==> src/hw/expand_defs.svh <==
`ifndef EXPAND_DEFS_SVH
`define EXPAND_DEFS_SVH

//////////////////////////////////////////////////
// Engine geometry
//////////////////////////////////////////////////

// Output channels computed in parallel
`define EXP_LANES  8
// Input channels per tap window
`define EXP_CHIN   4
`define EXP_WIN    3
// Taps per output pixel, channel then window order
`define EXP_TAPS   (`EXP_WIN * `EXP_WIN * `EXP_CHIN)
`define EXP_WOUT   4
`define EXP_PIXELS (`EXP_WOUT * `EXP_WOUT)

//////////////////////////////////////////////////
// Data widths
//////////////////////////////////////////////////

// Feature, kernel and result words
`define EXP_DW 16
// Accumulator and bias
`define EXP_AW 32

`endif

==> src/hw/expand_pkg.sv <==
`include "expand_defs.svh"

package expand_pkg;

	typedef logic [`EXP_DW-1:0] data_t;
	typedef logic [`EXP_AW-1:0] acc_t;
	typedef logic [$clog2(`EXP_TAPS)-1:0] tap_addr_t;
	// One spare bit so the last count is reachable
	typedef logic [$clog2(`EXP_PIXELS):0] pix_cnt_t;

	typedef enum logic {
		LAYER_FIRE2 = 1'b0,
		LAYER_FIRE3 = 1'b1
	} layer_e;

	typedef enum logic [1:0] {
		SEQ_IDLE = 2'd0,
		SEQ_RUN  = 2'd1,
		SEQ_HOLD = 2'd2
	} seq_state_e;

	// Sequencer to MAC array
	typedef struct packed {
		data_t  pix;
		logic   first;
		logic   last;
		logic   valid;
		layer_e layer;
	} tap_s;

	typedef struct packed {data_t [`EXP_LANES-1:0] lane;} kern_s;
	typedef struct packed {acc_t [`EXP_LANES-1:0] lane;} bias_s;
	typedef struct packed {acc_t [`EXP_LANES-1:0] lane;} acc_vec_s;
	typedef struct packed {data_t [`EXP_LANES-1:0] lane;} ofm_s;

endpackage

==> src/hw/expand_mac_array.sv <==
`timescale 1ns/100ps
`include "expand_defs.svh"

module expand_mac_array (
	input  logic                 clk,
	input  logic                 rst_gen,
	input  expand_pkg::tap_s     tap_i,
	input  expand_pkg::kern_s    kern_i,
	output expand_pkg::acc_vec_s acc_o,
	output logic                 acc_done_o,
	output expand_pkg::layer_e   acc_layer_o
);

	expand_pkg::data_t    pix_d;
	expand_pkg::layer_e   layer_d;
	expand_pkg::layer_e   layer_q;
	expand_pkg::acc_t     prod [`EXP_LANES];
	expand_pkg::acc_vec_s acc_q;
	logic valid_d;
	logic first_d;
	logic last_d;
	logic done_q;

	//////////////////////////////////////////////////
	// Delay stage to meet the ROM read
	//////////////////////////////////////////////////

	always_ff @(posedge clk) begin
		if (rst_gen) begin
			valid_d <= 1'b0;
			first_d <= 1'b0;
			last_d <= 1'b0;
			layer_d <= expand_pkg::LAYER_FIRE2;
		end else begin
			valid_d <= tap_i.valid;
			first_d <= tap_i.first;
			last_d <= tap_i.last;
			layer_d <= tap_i.layer;
		end
	end

	always_ff @(posedge clk) begin
		pix_d <= tap_i.pix;
	end

	// Signed 16x16 products, sign extended into the accumulator width
	always_comb begin
		for (int n = 0; n < `EXP_LANES; n++) begin
			prod[n] = $signed(pix_d) * $signed(kern_i.lane[n]);
		end
	end

	// First tap loads instead of adding, no bubble between pixels
	always_ff @(posedge clk) begin
		for (int n = 0; n < `EXP_LANES; n++) begin
			if (valid_d && first_d) begin
				acc_q.lane[n] <= prod[n];
			end else if (valid_d) begin
				acc_q.lane[n] <= acc_q.lane[n] + prod[n];
			end
		end
	end

	always_ff @(posedge clk) begin
		if (rst_gen) begin
			done_q <= 1'b0;
			layer_q <= expand_pkg::LAYER_FIRE2;
		end else begin
			done_q <= valid_d && last_d;
			layer_q <= layer_d;
		end
	end

	assign acc_o = acc_q;
	assign acc_done_o = done_q;
	assign acc_layer_o = layer_q;

	a_first_valid: assert property (@(posedge clk) disable iff (rst_gen)
		tap_i.first |-> tap_i.valid)
		else $error("first tap without valid");

endmodule

==> src/hw/expand_output_stage.sv <==
`timescale 1ns/100ps
`include "expand_defs.svh"

module expand_output_stage (
	input  logic                 clk,
	input  logic                 rst_gen,
	input  expand_pkg::acc_vec_s acc_i,
	input  logic                 acc_done_i,
	input  expand_pkg::layer_e   acc_layer_i,
	input  expand_pkg::bias_s    bias_i,
	input  logic                 fire2_ram_ack_i,
	input  logic                 fire3_ram_ack_i,
	output expand_pkg::ofm_s     ofm_o,
	output logic                 sample_o,
	output logic [1:0]           layer_done_o,
	output logic                 fire2_finish_o,
	output logic                 fire3_finish_o
);

	expand_pkg::acc_t     sum [`EXP_LANES];
	expand_pkg::ofm_s     res;
	expand_pkg::ofm_s     ofm_q;
	expand_pkg::pix_cnt_t pix_cnt_q [2];
	logic [1:0] ack;
	logic [1:0] done_q;
	logic [1:0] ack_seen_q;
	logic [1:0] finish_q;
	logic sample_q;
	logic take;

	assign ack = {fire3_ram_ack_i, fire2_ram_ack_i};

	// A pixel of a finished layer is dropped
	assign take = acc_done_i && !done_q[acc_layer_i];

	//////////////////////////////////////////////////
	// Bias, ReLU and fixed-point slice
	//////////////////////////////////////////////////

	always_comb begin
		for (int n = 0; n < `EXP_LANES; n++) begin
			sum[n] = acc_i.lane[n] + bias_i.lane[n];
			if (sum[n][`EXP_AW-1]) begin
				res.lane[n] = '0;
			end else begin
				// Q14 result keeps 15 magnitude bits
				res.lane[n] = {1'b0, sum[n][28:14]};
			end
		end
	end

	// Holds until the next sample
	always_ff @(posedge clk) begin
		if (take) begin
			ofm_q <= res;
		end
	end

	//////////////////////////////////////////////////
	// Pixel counts and finish levels
	//////////////////////////////////////////////////

	always_ff @(posedge clk) begin
		if (rst_gen) begin
			sample_q <= 1'b0;
			done_q <= '0;
			ack_seen_q <= '0;
			finish_q <= '0;
			for (int l = 0; l < 2; l++) begin
				pix_cnt_q[l] <= '0;
			end
		end else begin
			sample_q <= take;
			for (int l = 0; l < 2; l++) begin
				if (take && (int'(acc_layer_i) == l)) begin
					pix_cnt_q[l] <= pix_cnt_q[l] + 1'b1;
					if (pix_cnt_q[l] == `EXP_PIXELS - 1) begin
						done_q[l] <= 1'b1;
					end
				end
				// Ack only counts once the layer is done
				if (done_q[l] && ack[l]) begin
					ack_seen_q[l] <= 1'b1;
				end
				finish_q[l] <= done_q[l] && !ack_seen_q[l] && !ack[l];
			end
		end
	end

	assign ofm_o = ofm_q;
	assign sample_o = sample_q;
	assign layer_done_o = done_q;
	assign fire2_finish_o = finish_q[0];
	assign fire3_finish_o = finish_q[1];

	// No finished pixel of a done layer reaches the sample path
	a_no_late_sample: assert property (@(posedge clk) disable iff (rst_gen)
		acc_done_i |-> !done_q[acc_layer_i])
		else $error("pixel for a layer already done");

endmodule

==> src/hw/expand_tap_sequencer.sv <==
`timescale 1ns/100ps
`include "expand_defs.svh"

module expand_tap_sequencer (
	input  logic                  clk,
	input  logic                  rst_gen,
	input  logic                  fire2_en_i,
	input  logic                  fire3_en_i,
	input  expand_pkg::data_t     fire2_ifm_i,
	input  expand_pkg::data_t     fire3_ifm_i,
	input  logic [1:0]            layer_done_i,
	output expand_pkg::tap_s      tap_o,
	output expand_pkg::tap_addr_t rom_addr_o,
	output expand_pkg::layer_e    rom_layer_o
);

	expand_pkg::seq_state_e state_q;
	expand_pkg::seq_state_e state_d;
	expand_pkg::tap_addr_t  tap_cnt_q;
	expand_pkg::tap_addr_t  tap_cnt_d;
	expand_pkg::tap_addr_t  addr_q;
	expand_pkg::layer_e     layer_q;
	expand_pkg::layer_e     go_layer;
	expand_pkg::data_t      go_pix;
	expand_pkg::data_t      pix_q;
	logic f2_ok;
	logic f3_ok;
	logic go;
	logic abort;
	logic first_q;
	logic last_q;
	logic valid_q;

	// Finished layers no longer count as enabled
	assign f2_ok = fire2_en_i && !layer_done_i[0];
	assign f3_ok = fire3_en_i && !layer_done_i[1];

	always_comb begin
		// Layer is only chosen between pixels
		if (state_q == expand_pkg::SEQ_IDLE) begin
			go = f2_ok || f3_ok;
			go_layer = f3_ok ? expand_pkg::LAYER_FIRE3 : expand_pkg::LAYER_FIRE2;
		end else begin
			go_layer = layer_q;
			go = (layer_q == expand_pkg::LAYER_FIRE3) ? f3_ok : f2_ok;
		end
		go_pix = (go_layer == expand_pkg::LAYER_FIRE3) ? fire3_ifm_i : fire2_ifm_i;
	end

	// Partial pixel left behind when the layer completes
	assign abort = layer_done_i[layer_q] && (state_q != expand_pkg::SEQ_IDLE);

	always_comb begin
		state_d = state_q;
		tap_cnt_d = tap_cnt_q;
		if (abort) begin
			state_d = expand_pkg::SEQ_IDLE;
			tap_cnt_d = '0;
		end else if (go) begin
			state_d = expand_pkg::SEQ_RUN;
			tap_cnt_d = (tap_cnt_q == `EXP_TAPS - 1) ? '0 : tap_cnt_q + 1'b1;
		end else if (state_q != expand_pkg::SEQ_IDLE) begin
			// Stall mid-pixel keeps the layer locked
			state_d = (tap_cnt_q == '0) ? expand_pkg::SEQ_IDLE : expand_pkg::SEQ_HOLD;
		end
	end

	always_ff @(posedge clk) begin
		if (rst_gen) begin
			state_q <= expand_pkg::SEQ_IDLE;
			tap_cnt_q <= '0;
			addr_q <= '0;
			layer_q <= expand_pkg::LAYER_FIRE2;
			valid_q <= 1'b0;
			first_q <= 1'b0;
			last_q <= 1'b0;
		end else begin
			state_q <= state_d;
			tap_cnt_q <= tap_cnt_d;
			addr_q <= tap_cnt_q;
			valid_q <= go;
			first_q <= go && (tap_cnt_q == '0);
			last_q <= go && (tap_cnt_q == `EXP_TAPS - 1);
			if (go) begin
				layer_q <= go_layer;
			end
		end
	end

	always_ff @(posedge clk) begin
		pix_q <= go_pix;
	end

	assign tap_o = expand_pkg::tap_s'{pix: pix_q, first: first_q, last: last_q,
		valid: valid_q, layer: layer_q};
	assign rom_addr_o = addr_q;
	assign rom_layer_o = layer_q;

	a_one_enable: assert property (@(posedge clk) disable iff (rst_gen)
		!(fire2_en_i && fire3_en_i))
		else $error("fire2 and fire3 enables high together");

endmodule

==> src/hw/expand_weight_rom.sv <==
`timescale 1ns/100ps
`include "expand_defs.svh"

module expand_weight_rom (
	input  logic                  clk,
	input  expand_pkg::tap_addr_t addr_i,
	input  expand_pkg::layer_e    layer_i,
	output expand_pkg::kern_s     kern_o,
	output expand_pkg::bias_s     bias_o
);

	expand_pkg::data_t kern_tbl [2][`EXP_TAPS][`EXP_LANES];
	expand_pkg::acc_t  bias_tbl [2][`EXP_LANES];
	expand_pkg::kern_s kern_q;
	expand_pkg::bias_s bias_q;

	// Small signed kernels in -4..4, layer 0 is fire2
	function automatic expand_pkg::data_t kern_rule(input int layer, input int lane,
			input int tap);
		int v;
		v = ((3 * tap + 5 * lane + 7 * layer) % 9) - 4;
		return expand_pkg::data_t'(v);
	endfunction

	// Fire3 biases are negative, so ReLU zeroes some lanes
	function automatic expand_pkg::acc_t bias_rule(input int layer, input int lane);
		int v;
		v = (layer == 0) ? (lane + 1) * 4096 : -(lane + 1) * 3 * 4096;
		return expand_pkg::acc_t'(v);
	endfunction

	for (genvar ly = 0; ly < 2; ly++) begin : g_layer
		for (genvar ln = 0; ln < `EXP_LANES; ln++) begin : g_lane
			assign bias_tbl[ly][ln] = bias_rule(ly, ln);
			for (genvar t = 0; t < `EXP_TAPS; t++) begin : g_tap
				assign kern_tbl[ly][t][ln] = kern_rule(ly, ln, t);
			end
		end
	end

	// Registered read, bias picked up at address 0
	always_ff @(posedge clk) begin
		for (int n = 0; n < `EXP_LANES; n++) begin
			kern_q.lane[n] <= kern_tbl[layer_i][addr_i][n];
			if (addr_i == '0) begin
				bias_q.lane[n] <= bias_tbl[layer_i][n];
			end
		end
	end

	assign kern_o = kern_q;
	assign bias_o = bias_q;

endmodule

==> src/hw/fire_expand3_top.sv <==
`timescale 1ns/100ps

module fire_expand3_top (
	input  logic              clk,
	input  logic              rst_gen,
	input  logic              fire2_en_i,
	input  logic              fire3_en_i,
	input  expand_pkg::data_t fire2_ifm_i,
	input  expand_pkg::data_t fire3_ifm_i,
	input  logic              fire2_ram_ack_i,
	input  logic              fire3_ram_ack_i,
	output expand_pkg::ofm_s  ofm_o,
	output logic              sample_o,
	output logic              fire2_finish_o,
	output logic              fire3_finish_o
);

	expand_pkg::tap_s      tap;
	expand_pkg::tap_addr_t rom_addr;
	expand_pkg::layer_e    rom_layer;
	expand_pkg::kern_s     kern;
	expand_pkg::bias_s     bias;
	expand_pkg::acc_vec_s  acc;
	expand_pkg::layer_e    acc_layer;
	logic                  acc_done;
	logic [1:0]            layer_done;

	// Decode
	expand_tap_sequencer u_seq (
		.clk          (clk),
		.rst_gen      (rst_gen),
		.fire2_en_i   (fire2_en_i),
		.fire3_en_i   (fire3_en_i),
		.fire2_ifm_i  (fire2_ifm_i),
		.fire3_ifm_i  (fire3_ifm_i),
		.layer_done_i (layer_done),
		.tap_o        (tap),
		.rom_addr_o   (rom_addr),
		.rom_layer_o  (rom_layer)
	);

	expand_weight_rom u_rom (
		.clk     (clk),
		.addr_i  (rom_addr),
		.layer_i (rom_layer),
		.kern_o  (kern),
		.bias_o  (bias)
	);

	// Execute
	expand_mac_array u_mac (
		.clk         (clk),
		.rst_gen     (rst_gen),
		.tap_i       (tap),
		.kern_i      (kern),
		.acc_o       (acc),
		.acc_done_o  (acc_done),
		.acc_layer_o (acc_layer)
	);

	// Results and layer bookkeeping
	expand_output_stage u_out (
		.clk             (clk),
		.rst_gen         (rst_gen),
		.acc_i           (acc),
		.acc_done_i      (acc_done),
		.acc_layer_i     (acc_layer),
		.bias_i          (bias),
		.fire2_ram_ack_i (fire2_ram_ack_i),
		.fire3_ram_ack_i (fire3_ram_ack_i),
		.ofm_o           (ofm_o),
		.sample_o        (sample_o),
		.layer_done_o    (layer_done),
		.fire2_finish_o  (fire2_finish_o),
		.fire3_finish_o  (fire3_finish_o)
	);

endmodule

==> config.mk <==
export PLATFORM = sky130hd
export DESIGN_NAME = fire_expand3_top
export DESIGN_NICKNAME = d
export VERILOG_FILES = /design/src/hw/expand_pkg.sv /design/src/hw/expand_mac_array.sv /design/src/hw/expand_output_stage.sv /design/src/hw/expand_tap_sequencer.sv /design/src/hw/expand_weight_rom.sv /design/src/hw/fire_expand3_top.sv
export VERILOG_INCLUDE_DIRS = /design/src /design/src/hw
export SDC_FILE = /design/constraint.sdc
export NUM_CORES = 2
export LEC_CHECK = 0
export BUFFER_PORTS_ARGS = -buffer_cell sky130_fd_sc_hd__clkbuf_2
export CAP_MARGIN = 20
export CORE_AREA = 3 3 568 570
export CTS_BUF_LIST = sky130_fd_sc_hd__clkbuf_4
export DETAILED_ROUTE_END_ITERATION = 12
export DIE_AREA = 0 0 571 573
export SLEW_MARGIN = 20
export SYNTH_ARGS = -nofsm -noshare
export SYNTH_HDL_FRONTEND = slang
export SYNTH_SLANG_ARGS = --single-unit
==> constraint.sdc <==
create_clock -name clk -period 25.4 [get_ports clk]
set_input_delay 3.81 -clock clk [delete_from_list [all_inputs] [get_ports clk]]
set_output_delay 3.81 -clock clk [all_outputs]
set_load 0.005 [all_outputs]
==> summary.md <==
| Metric | Value |
|---|---|
| Number of synthesized register bits | `~480` |
| Relative slew slack | `32.8%` |
| Final Hold Fails | `0` |
| Crit-path max FO | `27` |
| Number of CTS-inserted buffers | `170` |
| RSZ-0062 raised after global routing | `no` |
| Clock transition at the registers of the reported paths | `0.06 ns` |
| Ys async rst share | `0%` |
| R2r endpoint | `u_mac.acc_o[95]` |
| Vias per inst | `between 4 and 5` |
| Total gr overflow | `0` |
| Area delta synth->final | `8.23%` |
| Sequential element share of the synthesized area | `about 14%` |
| Vias in the first global route | `70700` |
| Syn avg cell area | `between 9 and 10 µm²` |
| Area of the mapped netlist | `between 90000 and 100000 µm²` |
| # rows | `207` |
| Outcome | `finished clean` |
| Global placer's final weighted congestion | `roughly 0.87` |
| EDFF count, synth | `around 390` |
| CP Class | `reg2reg` |
| Setup violators final | `0` |
| Sink Count | `478` |
| Die ar. | `~330000 µm²` |
| H-tree Lvls | `4` |
| Port bufs | `between 150 and 200` |
| Die width | `about 570 µm` |
| Startpoint types | `flop` |
| Flop2flop setup slack | `roughly 15 ns` |
| Ys flop type | `edfxtp_1` |
| Nets@finish | `approximately 13000` |
| Design area | `between 100000 and 150000 µm²` |
| CP Capture Point | `u_mac.acc_o[95]` |
| Cts-stage hold buffer count | `0` |
| Hold Startpoint | `u_seq.pix_q[9]` |
| Clk buf depth | `4` |
| Routed WL | `234000 µm` |
| Setup_tns | `0 ns` |
| Max Cap Viol | `0` |
| Clock period minus final worst setup slack | `around 10 ns` |
| Worst-Margin Slew | `~1 ns` |
| Most frequent cells in the layout | `inv_1 (2246), fa_1 (1628), ha_1 (1056)` |
| Post-route ant nets | `0` |
| Ys Warns | `0` |
| Worst-skew pair later-pin latency | `around 1.3 ns` |
| Critical Path End Type | `flop` |
| 1st-iter DRT viols | `~3200` |
| Pin count of the biggest net entering global routing | `100` |
| Via count | `just under 70000` |
| Dpl ws | `around 15 ns` |
| Gr usage total | `between 10% and 20%` |
| CP peak stage delay | `approximately 0.91 ns` |
| Worst Path Arrival | `around 11 ns` |
| Initial antenna violation count | `15` |
| Resized cells post-CTS | `0` |
| Core Footprint | `between 300000 and 400000 µm²` |
| Cell Area, Placed | `around 100000 µm²` |
| Most used cell, CP | `inv_1` |
| Yosys top cell by area | `fa_1` |
| DRT Pass-1 Iters | `5` |
| Slew Limit Fails | `0` |
| Most common cell after layout, fill and taps aside | `inv_1` |
| DR WL/cell | `16.0 µm` |
| Synth Instances | `just over 10000` |
| Top cell type's share of synthesized area | `about a third` |
| Chip Height | `approximately 570 µm` |
| CTS tree | `yes` |
| Synth top area cells | `fa_1 (34%), ha_1 (14%), edfxtp_1 (12%), inv_1 (8.9%), xnor2_1 (3.7%)` |
| Initial core utilization | `between 20% and 30%` |
| Fmax achieved | `between 90 and 100 MHz` |
| Max Clock Skew | `roughly 0.16 ns` |
| Setup bufs post-CTS | `0` |
| PnR worst setup slack | `15.18 ns` |
| Worst Path Required | `around 26 ns` |
| CTS root buf | `clkbuf_4` |
| Dpl hpwl | `approximately 190000 µm` |
| Io pins | `around 170` |
| # DRC | `0` |
| CP Launch Point | `u_rom.kern_o[34]` |
| Register-to-Register Path Depth | `32` |
| Synth cell types | `between 80 and 90` |
| Fill cells | `about 33000` |
| Layout cells sized above 1 | `5.84%` |
| HP Class | `reg2reg` |
| Final Cycle Share | `40.2%` |
| Worst flop-to-flop path startpoint | `u_rom.kern_o[34]` |
| CP max stage cell | `dfxtp_1` |
| First-pass GRT wire length | `approximately 380000 µm` |
[cells in the mapped netlist (24+ instances only)]
| master | count |
|---|---|
| o21bai_1 | 89 |
| and3_1 | 34 |
| nand2_1 | 588 |
| inv_1 | 2247 |
| xor2_1 | 206 |
| a31oi_1 | 58 |
| edfxtp_1 | 388 |
| xnor2_1 | 401 |
| mux2i_1 | 36 |
| a21o_1 | 261 |
| a21boi_0 | 24 |
| mux2_2 | 53 |
| a21oi_1 | 514 |
| o21ai_0 | 352 |
| nand2b_1 | 90 |
| clkbuf_1 | 201 |
| or3_1 | 28 |
| o31ai_1 | 40 |
| o21a_1 | 92 |
| buf_1 | 30 |
| nor2b_1 | 73 |
| nor3_1 | 113 |
| nand4_1 | 35 |
| nand3_1 | 102 |
| fa_1 | 1628 |
| nor2_1 | 633 |
| a211oi_1 | 60 |
| and2_1 | 284 |
| dfxtp_1 | 90 |
| ha_1 | 1056 |
[how the worst min path moves through the flow]
| stage | slack [ns] | endpoint | cells after the start |
|---|---|---|---|
| 6_report | 0.32 | u_mac.pix_d[9] | 0 |
| 5_1_grt | 0.36 | u_mac.pix_d[9] | 0 |
| 4_1_cts | 0.35 | u_mac.pix_d[9] | 0 |
| 3_5_place_dp | 0.35 | u_mac.pix_d[10] | 0 |
| 3_3_place_gp | 0.35 | u_mac.pix_d[10] | 0 |
| 2_1_floorplan | 0.31 | u_mac.pix_d[0] | 0 |
[through the flow]
| step | hold slack (ns) | util (%) | std cells |
|---|---|---|---|
| after floorplan | 0.310 | - | 10100 |
| after global placement | 0.350 | 31.7 | 14300 |
| after detailed placement | 0.353 | 31.8 | 14300 |
| after CTS | 0.345 | 32.4 | 14500 |
| after global routing | 0.355 | 32.4 | 14600 |
| final | 0.322 | 32.4 | 14600 |
[cell families (layout without fill, tap and decap cells)]
group	after synthesis	in the layout	synth area share, %
AO/OA/AOI/OAI	1688	1688	11.2
XOR/XNOR	608	608	5.61
adder cells (fa/ha/maj)	2684	2684	48.1
buffers and inverters	2493	2759	9.87
flip-flops	478	478	14.1
multiplexers	89	89	1.00
other	1	28	0.00394
AND/OR/NAND/NOR	2051	2051	10.1
[registers in the layout, indices dropped and copies added (netlist names), 6 cells and up]
register	cells
u_mac.acc_o	256
u_mac.pix_d	16
u_out.ofm_o	120
u_out.pix_cnt_q	10
u_rom.kern_o	27
u_seq.pix_q	16
u_seq.rom_addr_o	6
u_seq.tap_cnt_q	6
[layer usage]
metal  global-route usage, %  share of wire [%]  vias up  wire length (µm)
met5                       0              0.024        -                55
met4                    3.91                2.8        8              6570
met3                    2.59                5.4      305             12600
met2                    24.3                 48     1276            112000
met1                    19.1                 44    33100            103000
li1                        -                  -    32700                 -
[worst max-delay path: cells and delay by family, from the launching register on]
kind                     cells  cell delay, ns
adder cells (fa/ha/maj)      8            3.74
AND/OR/NAND/NOR              5            1.59
flip-flops                   1            0.91
buffers and inverters        7            0.91
AO/OA/AOI/OAI                9            2.30
XOR/XNOR                     3            0.38
[cell type report]
| type | count | area (µm²) | share of cell area, % |
|---|---|---|---|
| clock inverter | 49 | 269 | 0.261 |
| antenna | 20 | 50.0 | 0.0486 |
| tap | 4180 | 5230 | 5.07 |
| multi-input combinational | 7128 | 72500 | 70.4 |
| clock buffer | 241 | 1810 | 1.76 |
| timing repair buffer | 219 | 1280 | 1.24 |
| inverter | 2250 | 8450 | 8.20 |
| sequential | 478 | 13500 | 13.1 |
Power is left out: the tool's default activity adds up to more than one toggle a clock period on the data nets, which glitch-free logic cannot reach.
